==> config.mk <==
export PLATFORM = sky130hd
export DESIGN_NAME = sdram_ctrl_top
export DESIGN_NICKNAME = d
export VERILOG_FILES = /design/src/logic/sdram_ctrl_pkg.sv /design/src/logic/req_queue.sv /design/src/logic/sdram_sequencer.sv /design/src/logic/sdram_datapath.sv /design/src/logic/sdram_ctrl_top.sv
export SDC_FILE = /design/constraint.sdc
export NUM_CORES = 1
export LEC_CHECK = 0
export BUFFER_PORTS_ARGS = -buffer_cell sky130_fd_sc_hd__buf_4
export CAP_MARGIN = 40
export CELL_PAD_IN_SITES_DETAIL_PLACEMENT = 1
export CELL_PAD_IN_SITES_GLOBAL_PLACEMENT = 2
export CORE_ASPECT_RATIO = 1.1
export CORE_MARGIN = 1
export CORE_UTILIZATION = 50
export DETAILED_ROUTE_END_ITERATION = 10
export GPL_TIMING_DRIVEN = 0
export PLACE_DENSITY = 0.88
export SYNTH_ARGS = -nofsm -noshare
export SYNTH_HDL_FRONTEND = slang
export SYNTH_SLANG_ARGS = --single-unit
==> constraint.sdc <==
create_clock -name sdram_clk -period 5.2 [get_ports sdram_clk]
set_clock_uncertainty 0.1 [all_clocks]
set_input_delay 0.52 -clock sdram_clk [delete_from_list [all_inputs] [get_ports sdram_clk]]
set_output_delay 0.52 -clock sdram_clk [all_outputs]
set_load 0.1 [all_outputs]
==> src/logic/sdram_ctrl_pkg.sv <==
package sdram_ctrl_pkg;

   // Port side
   localparam int NUM_PORTS   = 4;
   localparam int QUEUE_DEPTH = 4;
   localparam int QUEUE_PTR_W = $clog2(QUEUE_DEPTH);

   // SDRAM timing in clock cycles
   localparam int CAS_LATENCY = 2;
   localparam int T_RCD       = 2;
   localparam int T_RP        = 2;
   localparam int T_RFC       = 7;
   localparam int T_WR_DONE   = 3;

   // Short power-up wait, enough for simulation only
   localparam int INIT_WAIT    = 20;
   localparam int REF_INTERVAL = 390;

   // READ command to response, including the two capture registers
   localparam int READ_PIPE_DEPTH = CAS_LATENCY + 2;

   localparam int WAIT_CNT_W = $clog2(INIT_WAIT);
   localparam int REF_CNT_W  = $clog2(REF_INTERVAL);

   // Auto-precharge / all-banks bit on the address pad
   localparam int AP_BIT = 10;

   // CL 2 in A6:A4, sequential burst, BL 2 in A2:A0
   localparam logic [12:0] MODE_WORD = 13'h0021;

   typedef logic [15:0]                    dq_t;
   typedef logic [31:0]                    word_t;
   typedef logic [3:0]                     be_t;
   typedef logic [1:0]                     dqm_t;
   typedef logic [1:0]                     bank_t;
   typedef logic [12:0]                    row_t;
   typedef logic [7:0]                     col_t;
   typedef logic [12:0]                    sdram_addr_t;
   typedef logic [22:0]                    word_adr_t;
   typedef logic [NUM_PORTS-1:0]           port_mask_t;
   typedef logic [$clog2(NUM_PORTS)-1:0]   port_id_t;

   // Values are {RAS_n, CAS_n, WE_n}
   typedef enum logic [2:0] {
      CMD_LOAD_MODE    = 3'b000,
      CMD_AUTO_REFRESH = 3'b001,
      CMD_PRECHARGE    = 3'b010,
      CMD_ACTIVE       = 3'b011,
      CMD_WRITE        = 3'b100,
      CMD_READ         = 3'b101,
      CMD_NOP          = 3'b111
   } sdram_cmd_t;

   typedef enum logic [3:0] {
      ST_INIT_WAIT, ST_INIT_PRE, ST_INIT_REF, ST_INIT_MODE,
      ST_IDLE, ST_REFRESH, ST_ACTIVATE, ST_ACCESS, ST_RECOVER
   } seq_state_t;

endpackage

==> src/logic/req_queue.sv <==
`timescale 1ns/1ps

module req_queue (
   input  logic                      sdram_clk,
   input  logic                      sdram_rst,
   input  logic                      push_i,
   input  logic                      we_i,
   input  sdram_ctrl_pkg::be_t       be_i,
   input  sdram_ctrl_pkg::word_adr_t adr_i,
   input  sdram_ctrl_pkg::word_t     dat_i,
   input  logic                      pop_i,
   output logic                      empty_o,
   output logic                      full_o,
   output logic                      head_we_o,
   output sdram_ctrl_pkg::be_t       head_be_o,
   output sdram_ctrl_pkg::word_adr_t head_adr_o,
   output sdram_ctrl_pkg::word_t     head_dat_o
);
   import sdram_ctrl_pkg::*;

   logic                   mem_we  [QUEUE_DEPTH];
   be_t                    mem_be  [QUEUE_DEPTH];
   word_adr_t              mem_adr [QUEUE_DEPTH];
   word_t                  mem_dat [QUEUE_DEPTH];
   logic [QUEUE_PTR_W-1:0] wr_ptr_q;
   logic [QUEUE_PTR_W-1:0] rd_ptr_q;
   logic [QUEUE_PTR_W:0]   count_q;
   logic                   do_push;
   logic                   do_pop;

   assign do_push = push_i && !full_o;
   assign do_pop  = pop_i && !empty_o;

   always_ff @(posedge sdram_clk or posedge sdram_rst) begin
      if (sdram_rst) begin
         wr_ptr_q <= '0;
         rd_ptr_q <= '0;
         count_q  <= '0;
      end else begin
         if (do_push) begin
            wr_ptr_q <= wr_ptr_q + 1'b1;
         end
         if (do_pop) begin
            rd_ptr_q <= rd_ptr_q + 1'b1;
         end
         case ({do_push, do_pop})
            2'b10:   count_q <= count_q + 1'b1;
            2'b01:   count_q <= count_q - 1'b1;
            default: count_q <= count_q;
         endcase
      end
   end

   // Entry storage
   always_ff @(posedge sdram_clk) begin
      if (do_push) begin
         mem_we[wr_ptr_q]  <= we_i;
         mem_be[wr_ptr_q]  <= be_i;
         mem_adr[wr_ptr_q] <= adr_i;
         mem_dat[wr_ptr_q] <= dat_i;
      end
   end

   assign empty_o    = (count_q == '0);
   assign full_o     = (count_q == (QUEUE_PTR_W + 1)'(QUEUE_DEPTH));
   assign head_we_o  = mem_we[rd_ptr_q];
   assign head_be_o  = mem_be[rd_ptr_q];
   assign head_adr_o = mem_adr[rd_ptr_q];
   assign head_dat_o = mem_dat[rd_ptr_q];

   // Port side must watch the full level
   assert property (@(posedge sdram_clk) disable iff (sdram_rst) push_i |-> !full_o)
      else $error("req_queue: push while full");

   // Sequencer only pops a port it saw as non-empty
   assert property (@(posedge sdram_clk) disable iff (sdram_rst) pop_i |-> !empty_o)
      else $error("req_queue: pop while empty");

endmodule

==> src/logic/sdram_sequencer.sv <==
`timescale 1ns/1ps

module sdram_sequencer (
   input  logic                        sdram_clk,
   input  logic                        sdram_rst,
   input  sdram_ctrl_pkg::port_mask_t  queue_empty_i,
   input  logic                        head_we_i,
   input  sdram_ctrl_pkg::word_adr_t   head_adr_i,
   output sdram_ctrl_pkg::port_mask_t  pop_o,
   output sdram_ctrl_pkg::port_id_t    sel_port_o,
   output logic                        wr_load_o,
   output logic                        rd_issue_o,
   output sdram_ctrl_pkg::sdram_cmd_t  cmd_o,
   output sdram_ctrl_pkg::bank_t       ba_o,
   output sdram_ctrl_pkg::sdram_addr_t a_o
);
   import sdram_ctrl_pkg::*;

   seq_state_t            state_q;
   logic [WAIT_CNT_W-1:0] wait_q;
   logic [REF_CNT_W-1:0]  ref_cnt_q;
   logic                  refresh_req_q;
   logic                  init_ref2_q;
   port_id_t              pick;
   logic                  any_req;
   bank_t                 head_bank;
   row_t                  head_row;
   col_t                  head_col;

   assign {head_bank, head_row, head_col} = head_adr_i;

   // Fixed priority, port 0 highest
   always_comb begin
      pick = '0;
      for (int i = NUM_PORTS - 1; i >= 0; i--) begin
         if (!queue_empty_i[i]) begin
            pick = port_id_t'(i);
         end
      end
   end

   assign any_req = ~&queue_empty_i;

   // Refresh interval counter and pending request
   always_ff @(posedge sdram_clk or posedge sdram_rst) begin
      if (sdram_rst) begin
         ref_cnt_q     <= REF_CNT_W'(REF_INTERVAL - 1);
         refresh_req_q <= 1'b0;
      end else if (ref_cnt_q == '0) begin
         ref_cnt_q     <= REF_CNT_W'(REF_INTERVAL - 1);
         refresh_req_q <= 1'b1;
      end else begin
         ref_cnt_q <= ref_cnt_q - 1'b1;
         if (cmd_o == CMD_AUTO_REFRESH) begin
            refresh_req_q <= 1'b0;
         end
      end
   end

   // Command FSM, all pad outputs registered
   always_ff @(posedge sdram_clk or posedge sdram_rst) begin
      if (sdram_rst) begin
         state_q     <= ST_INIT_WAIT;
         wait_q      <= WAIT_CNT_W'(INIT_WAIT - 1);
         init_ref2_q <= 1'b0;
         sel_port_o  <= '0;
         cmd_o       <= CMD_NOP;
         ba_o        <= '0;
         a_o         <= '0;
         pop_o       <= '0;
         wr_load_o   <= 1'b0;
         rd_issue_o  <= 1'b0;
      end else begin
         // One-cycle strobes
         cmd_o      <= CMD_NOP;
         pop_o      <= '0;
         wr_load_o  <= 1'b0;
         rd_issue_o <= 1'b0;
         if (wait_q != '0) begin
            wait_q <= wait_q - 1'b1;
         end

         case (state_q)
            ST_INIT_WAIT: begin
               if (wait_q == '0) begin
                  // Precharge all banks
                  cmd_o      <= CMD_PRECHARGE;
                  a_o        <= '0;
                  a_o[AP_BIT] <= 1'b1;
                  wait_q     <= WAIT_CNT_W'(T_RP - 1);
                  state_q    <= ST_INIT_PRE;
               end
            end
            ST_INIT_PRE: begin
               if (wait_q == '0) begin
                  cmd_o   <= CMD_AUTO_REFRESH;
                  wait_q  <= WAIT_CNT_W'(T_RFC - 1);
                  state_q <= ST_INIT_REF;
               end
            end
            ST_INIT_REF: begin
               if (wait_q == '0) begin
                  if (!init_ref2_q) begin
                     cmd_o       <= CMD_AUTO_REFRESH;
                     wait_q      <= WAIT_CNT_W'(T_RFC - 1);
                     init_ref2_q <= 1'b1;
                  end else begin
                     cmd_o   <= CMD_LOAD_MODE;
                     ba_o    <= '0;
                     a_o     <= MODE_WORD;
                     state_q <= ST_INIT_MODE;
                  end
               end
            end
            ST_INIT_MODE: begin
               // The idle cycle after this covers tMRD
               state_q <= ST_IDLE;
            end
            ST_IDLE: begin
               if (refresh_req_q) begin
                  cmd_o   <= CMD_AUTO_REFRESH;
                  wait_q  <= WAIT_CNT_W'(T_RFC - 1);
                  state_q <= ST_REFRESH;
               end else if (any_req) begin
                  sel_port_o <= pick;
                  wait_q     <= WAIT_CNT_W'(T_RCD);
                  state_q    <= ST_ACTIVATE;
               end
            end
            ST_REFRESH: begin
               if (wait_q == '0) begin
                  state_q <= ST_IDLE;
               end
            end
            ST_ACTIVATE: begin
               // Head of the chosen queue is stable from here on
               if (wait_q == WAIT_CNT_W'(T_RCD)) begin
                  cmd_o <= CMD_ACTIVE;
                  ba_o  <= head_bank;
                  a_o   <= head_row;
               end else if (wait_q == '0) begin
                  cmd_o       <= head_we_i ? CMD_WRITE : CMD_READ;
                  ba_o        <= head_bank;
                  a_o         <= sdram_addr_t'({head_col, 1'b0});
                  a_o[AP_BIT] <= 1'b1;
                  pop_o       <= port_mask_t'(1) << sel_port_o;
                  wr_load_o   <= head_we_i;
                  rd_issue_o  <= !head_we_i;
                  state_q     <= ST_ACCESS;
               end
            end
            ST_ACCESS: begin
               // Writes wait out tWR, reads only the auto-precharge
               wait_q  <= wr_load_o ? WAIT_CNT_W'(T_WR_DONE - 2) : WAIT_CNT_W'(T_RP - 2);
               state_q <= ST_RECOVER;
            end
            ST_RECOVER: begin
               if (wait_q == '0) begin
                  state_q <= ST_IDLE;
               end
            end
            default: state_q <= ST_IDLE;
         endcase
      end
   end

   // A pop goes out only together with its READ or WRITE
   assert property (@(posedge sdram_clk) disable iff (sdram_rst)
      $onehot0(pop_o) && ((pop_o != '0) == (cmd_o == CMD_READ || cmd_o == CMD_WRITE)))
      else $error("sdram_sequencer: pop not one-hot or not paired with READ/WRITE");

   // Column access always opens a row first
   assert property (@(posedge sdram_clk) disable iff (sdram_rst)
      (cmd_o == CMD_READ || cmd_o == CMD_WRITE) |-> $past(cmd_o, T_RCD) == CMD_ACTIVE)
      else $error("sdram_sequencer: READ/WRITE without ACTIVE");

endmodule

==> src/logic/sdram_datapath.sv <==
`timescale 1ns/1ps

module sdram_datapath (
   input  logic                       sdram_clk,
   input  logic                       sdram_rst,
   input  logic                       wr_load_i,
   input  sdram_ctrl_pkg::word_t      wr_dat_i,
   input  sdram_ctrl_pkg::be_t        wr_be_i,
   input  logic                       rd_issue_i,
   input  sdram_ctrl_pkg::port_id_t   rd_port_i,
   input  sdram_ctrl_pkg::dq_t        dq_i,
   output sdram_ctrl_pkg::dq_t        dq_o,
   output logic                       dq_oe_o,
   output sdram_ctrl_pkg::dqm_t       dqm_o,
   output sdram_ctrl_pkg::port_mask_t rsp_valid_o,
   output sdram_ctrl_pkg::word_t      rsp_dat_o
);
   import sdram_ctrl_pkg::*;

   logic                       wr_beat2_q;
   logic                       wr_ack_q;
   dq_t                        wr_lo_q;
   dqm_t                       wr_lo_mask_q;
   port_id_t                   wr_port_q;
   dq_t                        dq_in_q;
   dq_t                        dq_prev_q;
   logic [READ_PIPE_DEPTH-1:0] rd_vld_q;
   port_id_t                   rd_port_q [READ_PIPE_DEPTH];
   logic                       rd_done;
   port_mask_t                 rd_mask;
   port_mask_t                 wr_mask;

   // Valid bits of the write beat and ack shift, and the read delay line
   always_ff @(posedge sdram_clk or posedge sdram_rst) begin
      if (sdram_rst) begin
         wr_beat2_q <= 1'b0;
         wr_ack_q   <= 1'b0;
         rd_vld_q   <= '0;
      end else begin
         wr_beat2_q <= wr_load_i;
         wr_ack_q   <= wr_beat2_q;
         rd_vld_q   <= {rd_vld_q[READ_PIPE_DEPTH-2:0], rd_issue_i};
      end
   end

   // Lower half and its mask wait for the second beat
   always_ff @(posedge sdram_clk) begin
      if (wr_load_i) begin
         wr_lo_q      <= wr_dat_i[15:0];
         wr_lo_mask_q <= ~wr_be_i[1:0];
         wr_port_q    <= rd_port_i;
      end
   end

   // rd_port_i is the selected port, sampled alongside the READ strobe
   always_ff @(posedge sdram_clk) begin
      rd_port_q[0] <= rd_port_i;
      for (int i = 1; i < READ_PIPE_DEPTH; i++) begin
         rd_port_q[i] <= rd_port_q[i-1];
      end
   end

   // Two read beats, first one ends up in the upper half
   always_ff @(posedge sdram_clk) begin
      dq_in_q   <= dq_i;
      dq_prev_q <= dq_in_q;
   end

   // Upper beat goes out with the WRITE command itself
   assign dq_o    = wr_beat2_q ? wr_lo_q : wr_dat_i[31:16];
   assign dq_oe_o = wr_load_i | wr_beat2_q;
   assign dqm_o   = wr_load_i  ? ~wr_be_i[3:2] :
                    wr_beat2_q ? wr_lo_mask_q  : '0;

   assign rd_done = rd_vld_q[READ_PIPE_DEPTH-1];
   assign rd_mask = rd_done  ? port_mask_t'(1) << rd_port_q[READ_PIPE_DEPTH-1] : '0;
   assign wr_mask = wr_ack_q ? port_mask_t'(1) << wr_port_q : '0;

   assign rsp_valid_o = rd_mask | wr_mask;
   assign rsp_dat_o   = rd_done ? {dq_prev_q, dq_in_q} : '0;

   // Sequencer spacing keeps read returns and write acks apart
   assert property (@(posedge sdram_clk) disable iff (sdram_rst) !(rd_done && wr_ack_q))
      else $error("sdram_datapath: read response collides with write ack");

endmodule

==> src/logic/sdram_ctrl_top.sv <==
`timescale 1ns/1ps

module sdram_ctrl_top (
   input  logic                                                    sdram_clk,
   input  logic                                                    sdram_rst,
   input  sdram_ctrl_pkg::port_mask_t                              req_push_i,
   input  sdram_ctrl_pkg::port_mask_t                              req_we_i,
   input  sdram_ctrl_pkg::be_t [sdram_ctrl_pkg::NUM_PORTS-1:0]       req_be_i,
   input  sdram_ctrl_pkg::word_adr_t [sdram_ctrl_pkg::NUM_PORTS-1:0] req_adr_i,
   input  sdram_ctrl_pkg::word_t [sdram_ctrl_pkg::NUM_PORTS-1:0]     req_dat_i,
   output sdram_ctrl_pkg::port_mask_t                              queue_full_o,
   output sdram_ctrl_pkg::port_mask_t                              rsp_valid_o,
   output sdram_ctrl_pkg::word_t                                   rsp_dat_o,
   output sdram_ctrl_pkg::bank_t                                   ba_pad_o,
   output sdram_ctrl_pkg::sdram_addr_t                             a_pad_o,
   output logic                                                    cs_n_pad_o,
   output logic                                                    ras_pad_o,
   output logic                                                    cas_pad_o,
   output logic                                                    we_pad_o,
   output logic                                                    cke_pad_o,
   output sdram_ctrl_pkg::dqm_t                                    dqm_pad_o,
   output sdram_ctrl_pkg::dq_t                                     dq_o,
   input  sdram_ctrl_pkg::dq_t                                     dq_i,
   output logic                                                    dq_oe_o
);
   import sdram_ctrl_pkg::*;

   port_mask_t queue_empty;
   port_mask_t head_we;
   port_mask_t pop;
   be_t        head_be  [NUM_PORTS];
   word_adr_t  head_adr [NUM_PORTS];
   word_t      head_dat [NUM_PORTS];
   port_id_t   sel_port;
   logic       wr_load;
   logic       rd_issue;
   sdram_cmd_t cmd;

   for (genvar p = 0; p < NUM_PORTS; p++) begin : g_queue
      req_queue u_queue (
         .sdram_clk  (sdram_clk),
         .sdram_rst  (sdram_rst),
         .push_i     (req_push_i[p]),
         .we_i       (req_we_i[p]),
         .be_i       (req_be_i[p]),
         .adr_i      (req_adr_i[p]),
         .dat_i      (req_dat_i[p]),
         .pop_i      (pop[p]),
         .empty_o    (queue_empty[p]),
         .full_o     (queue_full_o[p]),
         .head_we_o  (head_we[p]),
         .head_be_o  (head_be[p]),
         .head_adr_o (head_adr[p]),
         .head_dat_o (head_dat[p])
      );
   end

   sdram_sequencer u_sequencer (
      .sdram_clk     (sdram_clk),
      .sdram_rst     (sdram_rst),
      .queue_empty_i (queue_empty),
      .head_we_i     (head_we[sel_port]),
      .head_adr_i    (head_adr[sel_port]),
      .pop_o         (pop),
      .sel_port_o    (sel_port),
      .wr_load_o     (wr_load),
      .rd_issue_o    (rd_issue),
      .cmd_o         (cmd),
      .ba_o          (ba_pad_o),
      .a_o           (a_pad_o)
   );

   sdram_datapath u_datapath (
      .sdram_clk   (sdram_clk),
      .sdram_rst   (sdram_rst),
      .wr_load_i   (wr_load),
      .wr_dat_i    (head_dat[sel_port]),
      .wr_be_i     (head_be[sel_port]),
      .rd_issue_i  (rd_issue),
      .rd_port_i   (sel_port),
      .dq_i        (dq_i),
      .dq_o        (dq_o),
      .dq_oe_o     (dq_oe_o),
      .dqm_o       (dqm_pad_o),
      .rsp_valid_o (rsp_valid_o),
      .rsp_dat_o   (rsp_dat_o)
   );

   assign {ras_pad_o, cas_pad_o, we_pad_o} = cmd;

   // Single device, always selected and clocked
   assign cs_n_pad_o = 1'b0;
   assign cke_pad_o  = 1'b1;

endmodule

==> flow_summary_export.csv <==
group,metric,value,unit
timing,worstMarginPinSlew,1.01,ns
logic_synthesis,yosysTopAreaCellShare,0.698,
logic_synthesis,yosys_warnings,0,
clocking,clk_pin_slew,0.06,ns
route,via_count,23600,
clocking,htreeDepth,3,
floorplan,die_area,85500,sq um
placed_design,hpwl,79500,microns
floorplan,coreArea,83500,sq um
setup_path,critPathCapture,"dq_o[8]",
setup_path,r2r_cells,8,
route,dr.first_iter.drc_count,2589,
worst_hold_path,hold_class,"register to register",
setup_path,worstPathCellList,"buf_2 -> clkbuf_1 -> mux4_2 -> mux4_2 -> mux2_2 -> buf_4",
pwr,finalPower,29600,uW
logic_synthesis,synth_nets,2196,
logic_synthesis,synth-edff-count,980,
route,drc_errors,0,
setup_path,worst_ep_required_time,4.58,ns
logic_synthesis,netlist-cell-type-count,64,
clocking,clockBufferDepth,3,
logic_synthesis,synthCells,1904,
timing,tns,0,ns
logic_synthesis,yosys_register_bits,1100,
placed_design,dp_cells,3398,
grt,grt_pass1_wl,184000,microns
clocking,cts_setup_buffers,0,
finish,fill_cells,7006,
setup_path,setup.worst_path.start_class,"register",
floorplan,row_count,111,
clocking,ctsResizeCount,0,
logic_synthesis,syn_area,42200,sq um
grt,grt-ovfl-total,0,
setup_path,end_kind,"output port",
grt,grt_pass1_vias,25500,
timing,timing.final.hold_violations,0,
timing,clock.fmax,236,MHz
grt,grt_max_degree,43,
setup_path,crit_family,"multiplexers",
logic_synthesis,yosys-top-cells-area,"edfxtp_1 (70%), mux4_2 (16%), dfrtp_1 (4.2%)",
logic_synthesis,synth_commonest_cells,"edfxtp_1 (980), mux4_2 (297), dfrtp_1 (70)",
timing,slew_violations,0,
logic_synthesis,ys.flop_type,"edfxtp_1",
finish,instances_no_fill,3878,
setup_path,worstReg2RegEnd,"u_sequencer.a_o[2]$_DFFE_PP0P_",
route,wire_per_inst,33.6,microns
setup_path,worstSetupStartpoint,"g_queue[2].u_queue.rd_ptr_q[1]$_DFFE_PP0P_",
grt,track_usage,0.308,
floorplan,ios,341,
floorplan,die_y,307,microns
setup_path,crit_slowest_cell,"clkbuf_1",
setup_path,cp_common_cell,"mux4_2",
route,ant_nets,0,
pwr,p_per_area,560,nW/um^2
logic_synthesis,ys_seq_area_frac,0.765,
floorplan,die_w,279,microns
pwr,ir_worst_vdd,0.407,mV
setup_path,worstSetupPathType,"register to output port",
logic_synthesis,avgSynthCellArea,22.1,sq um
clocking,cts-root-buf,"clkbuf_16",
finish,areaGrowthSynthToFinish,25.3,%
run_status,status,"completed",
finish,fin_nets,2929,
clocking,cts.sinks,1100,
setup_path,cp_max_fo,10,
floorplan,initial_core_util,0.505,
finish,drive_gt1_frac,0.338,
setup_path,cp.depth,6,
flow_run,max_cap_viol_count,0,
timing,maxSlewHeadroom,0.324,
timing,final-setup-viol-count,0,
setup_path,reg2reg_from,"u_sequencer.wait_q[0]$_DFF_PP1_",
clocking,cts_tree,"yes",
grt,antenna_found_initial,27,
clocking,clk_latency,0.70,ns
placed_design,portBuffers,338,
clocking,cts_buffers,108,
placed_design,routabilityCongestion,0.828,
timing,period_share,0.814,
route,vias_per_cell,6.08,
logic_synthesis,synth_most_common_cell,"edfxtp_1",
route,first_pass_iters,6,
logic_synthesis,synth_top_area_cell,"edfxtp_1",
timing,rsz0062_at_grt,"false",
finish,postLayoutCoreUtil,0.633,
setup_path,cp.arrival,3.61,ns
logic_synthesis,async_flop_share,0.0727,
setup_path,crit_buf_inv,3,
route,drt_wl_total,130000,microns
setup_path,rrSetupSlack,1.94,ns
timing,fin_crit,4.23,ns
pwr,p_leak,0.0182,uW
setup_path,slowest_delay,0.76,ns
[worst register-to-register path, cell delays in order, from the launching register on]
cell and delay, ns:
dfstp_2 0.56, inv_1 0.10, ha_1 0.26, nor4b_4 0.19, nor3_1 0.57, a211o_1 0.35, clkbuf_1 0.69, nand2_1 0.18
nand3_1 0.15
[registers in the layout (all words and copies together) (netlist names), 3 cells and up]
| name | cells |
|---|---|
| g_queue.u_queue.count_q | 12 |
| g_queue.u_queue.mem_adr | 368 |
| g_queue.u_queue.mem_be | 64 |
| g_queue.u_queue.mem_dat | 512 |
| g_queue.u_queue.mem_we | 16 |
| g_queue.u_queue.rd_ptr_q | 8 |
| g_queue.u_queue.wr_ptr_q | 8 |
| u_datapath.dq_in_q | 16 |
| u_datapath.dq_prev_q | 16 |
| u_datapath.rd_port_q | 8 |
| u_datapath.rd_vld_q | 4 |
| u_datapath.wr_lo_q | 16 |
| u_sequencer.a_o | 13 |
| u_sequencer.cmd_o | 3 |
| u_sequencer.pop_o | 4 |
| u_sequencer.ref_cnt_q | 9 |
| u_sequencer.state_q | 4 |
| u_sequencer.wait_q | 5 |
[repair_timing]
action	4_1_cts	5_1_grt
hold buffers	257	0
setup endpoints to repair	0	0
hold endpoints to repair	1012	0
[worst min path at each step]
stage                                                  start                                 end  slack, ns  cells past startpoint
final                     u_datapath.rd_port_q[0][0]$_DFF_P_  u_datapath.rd_port_q[1][0]$_DFF_P_       0.23                      0
after global routing      u_datapath.rd_port_q[0][1]$_DFF_P_  u_datapath.rd_port_q[1][1]$_DFF_P_       0.25                      0
after CTS                 u_datapath.rd_port_q[0][1]$_DFF_P_  u_datapath.rd_port_q[1][1]$_DFF_P_       0.23                      0
after detailed placement  u_datapath.rd_port_q[0][1]$_DFF_P_  u_datapath.rd_port_q[1][1]$_DFF_P_       0.21                      0
after global placement    u_datapath.rd_port_q[0][0]$_DFF_P_  u_datapath.rd_port_q[1][0]$_DFF_P_       0.21                      0
after floorplan           u_datapath.rd_port_q[0][0]$_DFF_P_  u_datapath.rd_port_q[1][0]$_DFF_P_       0.21                      0
[final cells by class]
cell class | count | area, sq um | share of cell area
diodes | 17 | 42.5 | 0.000806
clock inverters | 64 | 551 | 0.0104
plain buffers | 101 | 523 | 0.00990
multi-input cells | 666 | 9290 | 0.176
flip-flops and latches | 1100 | 32200 | 0.611
repair buffers | 623 | 5670 | 0.107
inverters | 37 | 141 | 0.00268
well taps | 1130 | 1410 | 0.0268
clock buffers | 140 | 2940 | 0.0556
[report_power, final]
| part | total (uW) | leakage, uW | switching, uW | internal (uW) |
|---|---|---|---|---|
| clock | 7840 | 0.00173 | 3450 | 4390 |
| combinational | 9500 | 0.00618 | 6110 | 3390 |
| sequential | 12200 | 0.0103 | 642 | 11600 |
| total | 29600 | 0.0182 | 10200 | 19400 |
[routing by layer]
metal,global-route usage,share of wire,up-vias
met5,0,0.00087,-
met4,0.118,0.036,16
met3,0.0534,0.083,283
met2,0.543,0.52,1492
met1,0.381,0.36,12500
li1,-,-,9297
[layout by cell type, fill, tap and decap left out, types with 23 or more instances in the layout]
master / n
edfxtp_1: 980
buf_4: 365
mux4_2: 297
dlygate4sd3_1: 257
clkbuf_16: 111
clkbuf_1: 70
dfrtp_1: 69
nand2_1: 43
dfxtp_1: 40
inv_1: 35
and2_1: 35
nor2_1: 30
clkinv_2: 28
ha_1: 26
buf_2: 23
[logic make-up after synthesis]
kind of cell	count (synthesis)	synth area share
compound gates	67	0.0105
xor+xnor	34	0.00706
fa+ha+maj	30	0.00962
buf+inv	138	0.0157
flops	1100	0.765
mux	320	0.165
other cells	2	0.000178
simple gates	213	0.0274
[metrics by stage]
stage	cell area, sq um	setup WS (ns)	hold slack, ns
floorplan	42200	1.30	0.210
global placement	46100	0.299	0.211
detailed placement	46700	1.74	0.213
CTS	52700	0.928	0.229
global route	52800	0.953	0.245
finish	52800	0.969	0.228
Note: power is estimated with default switching activity, not from simulation.
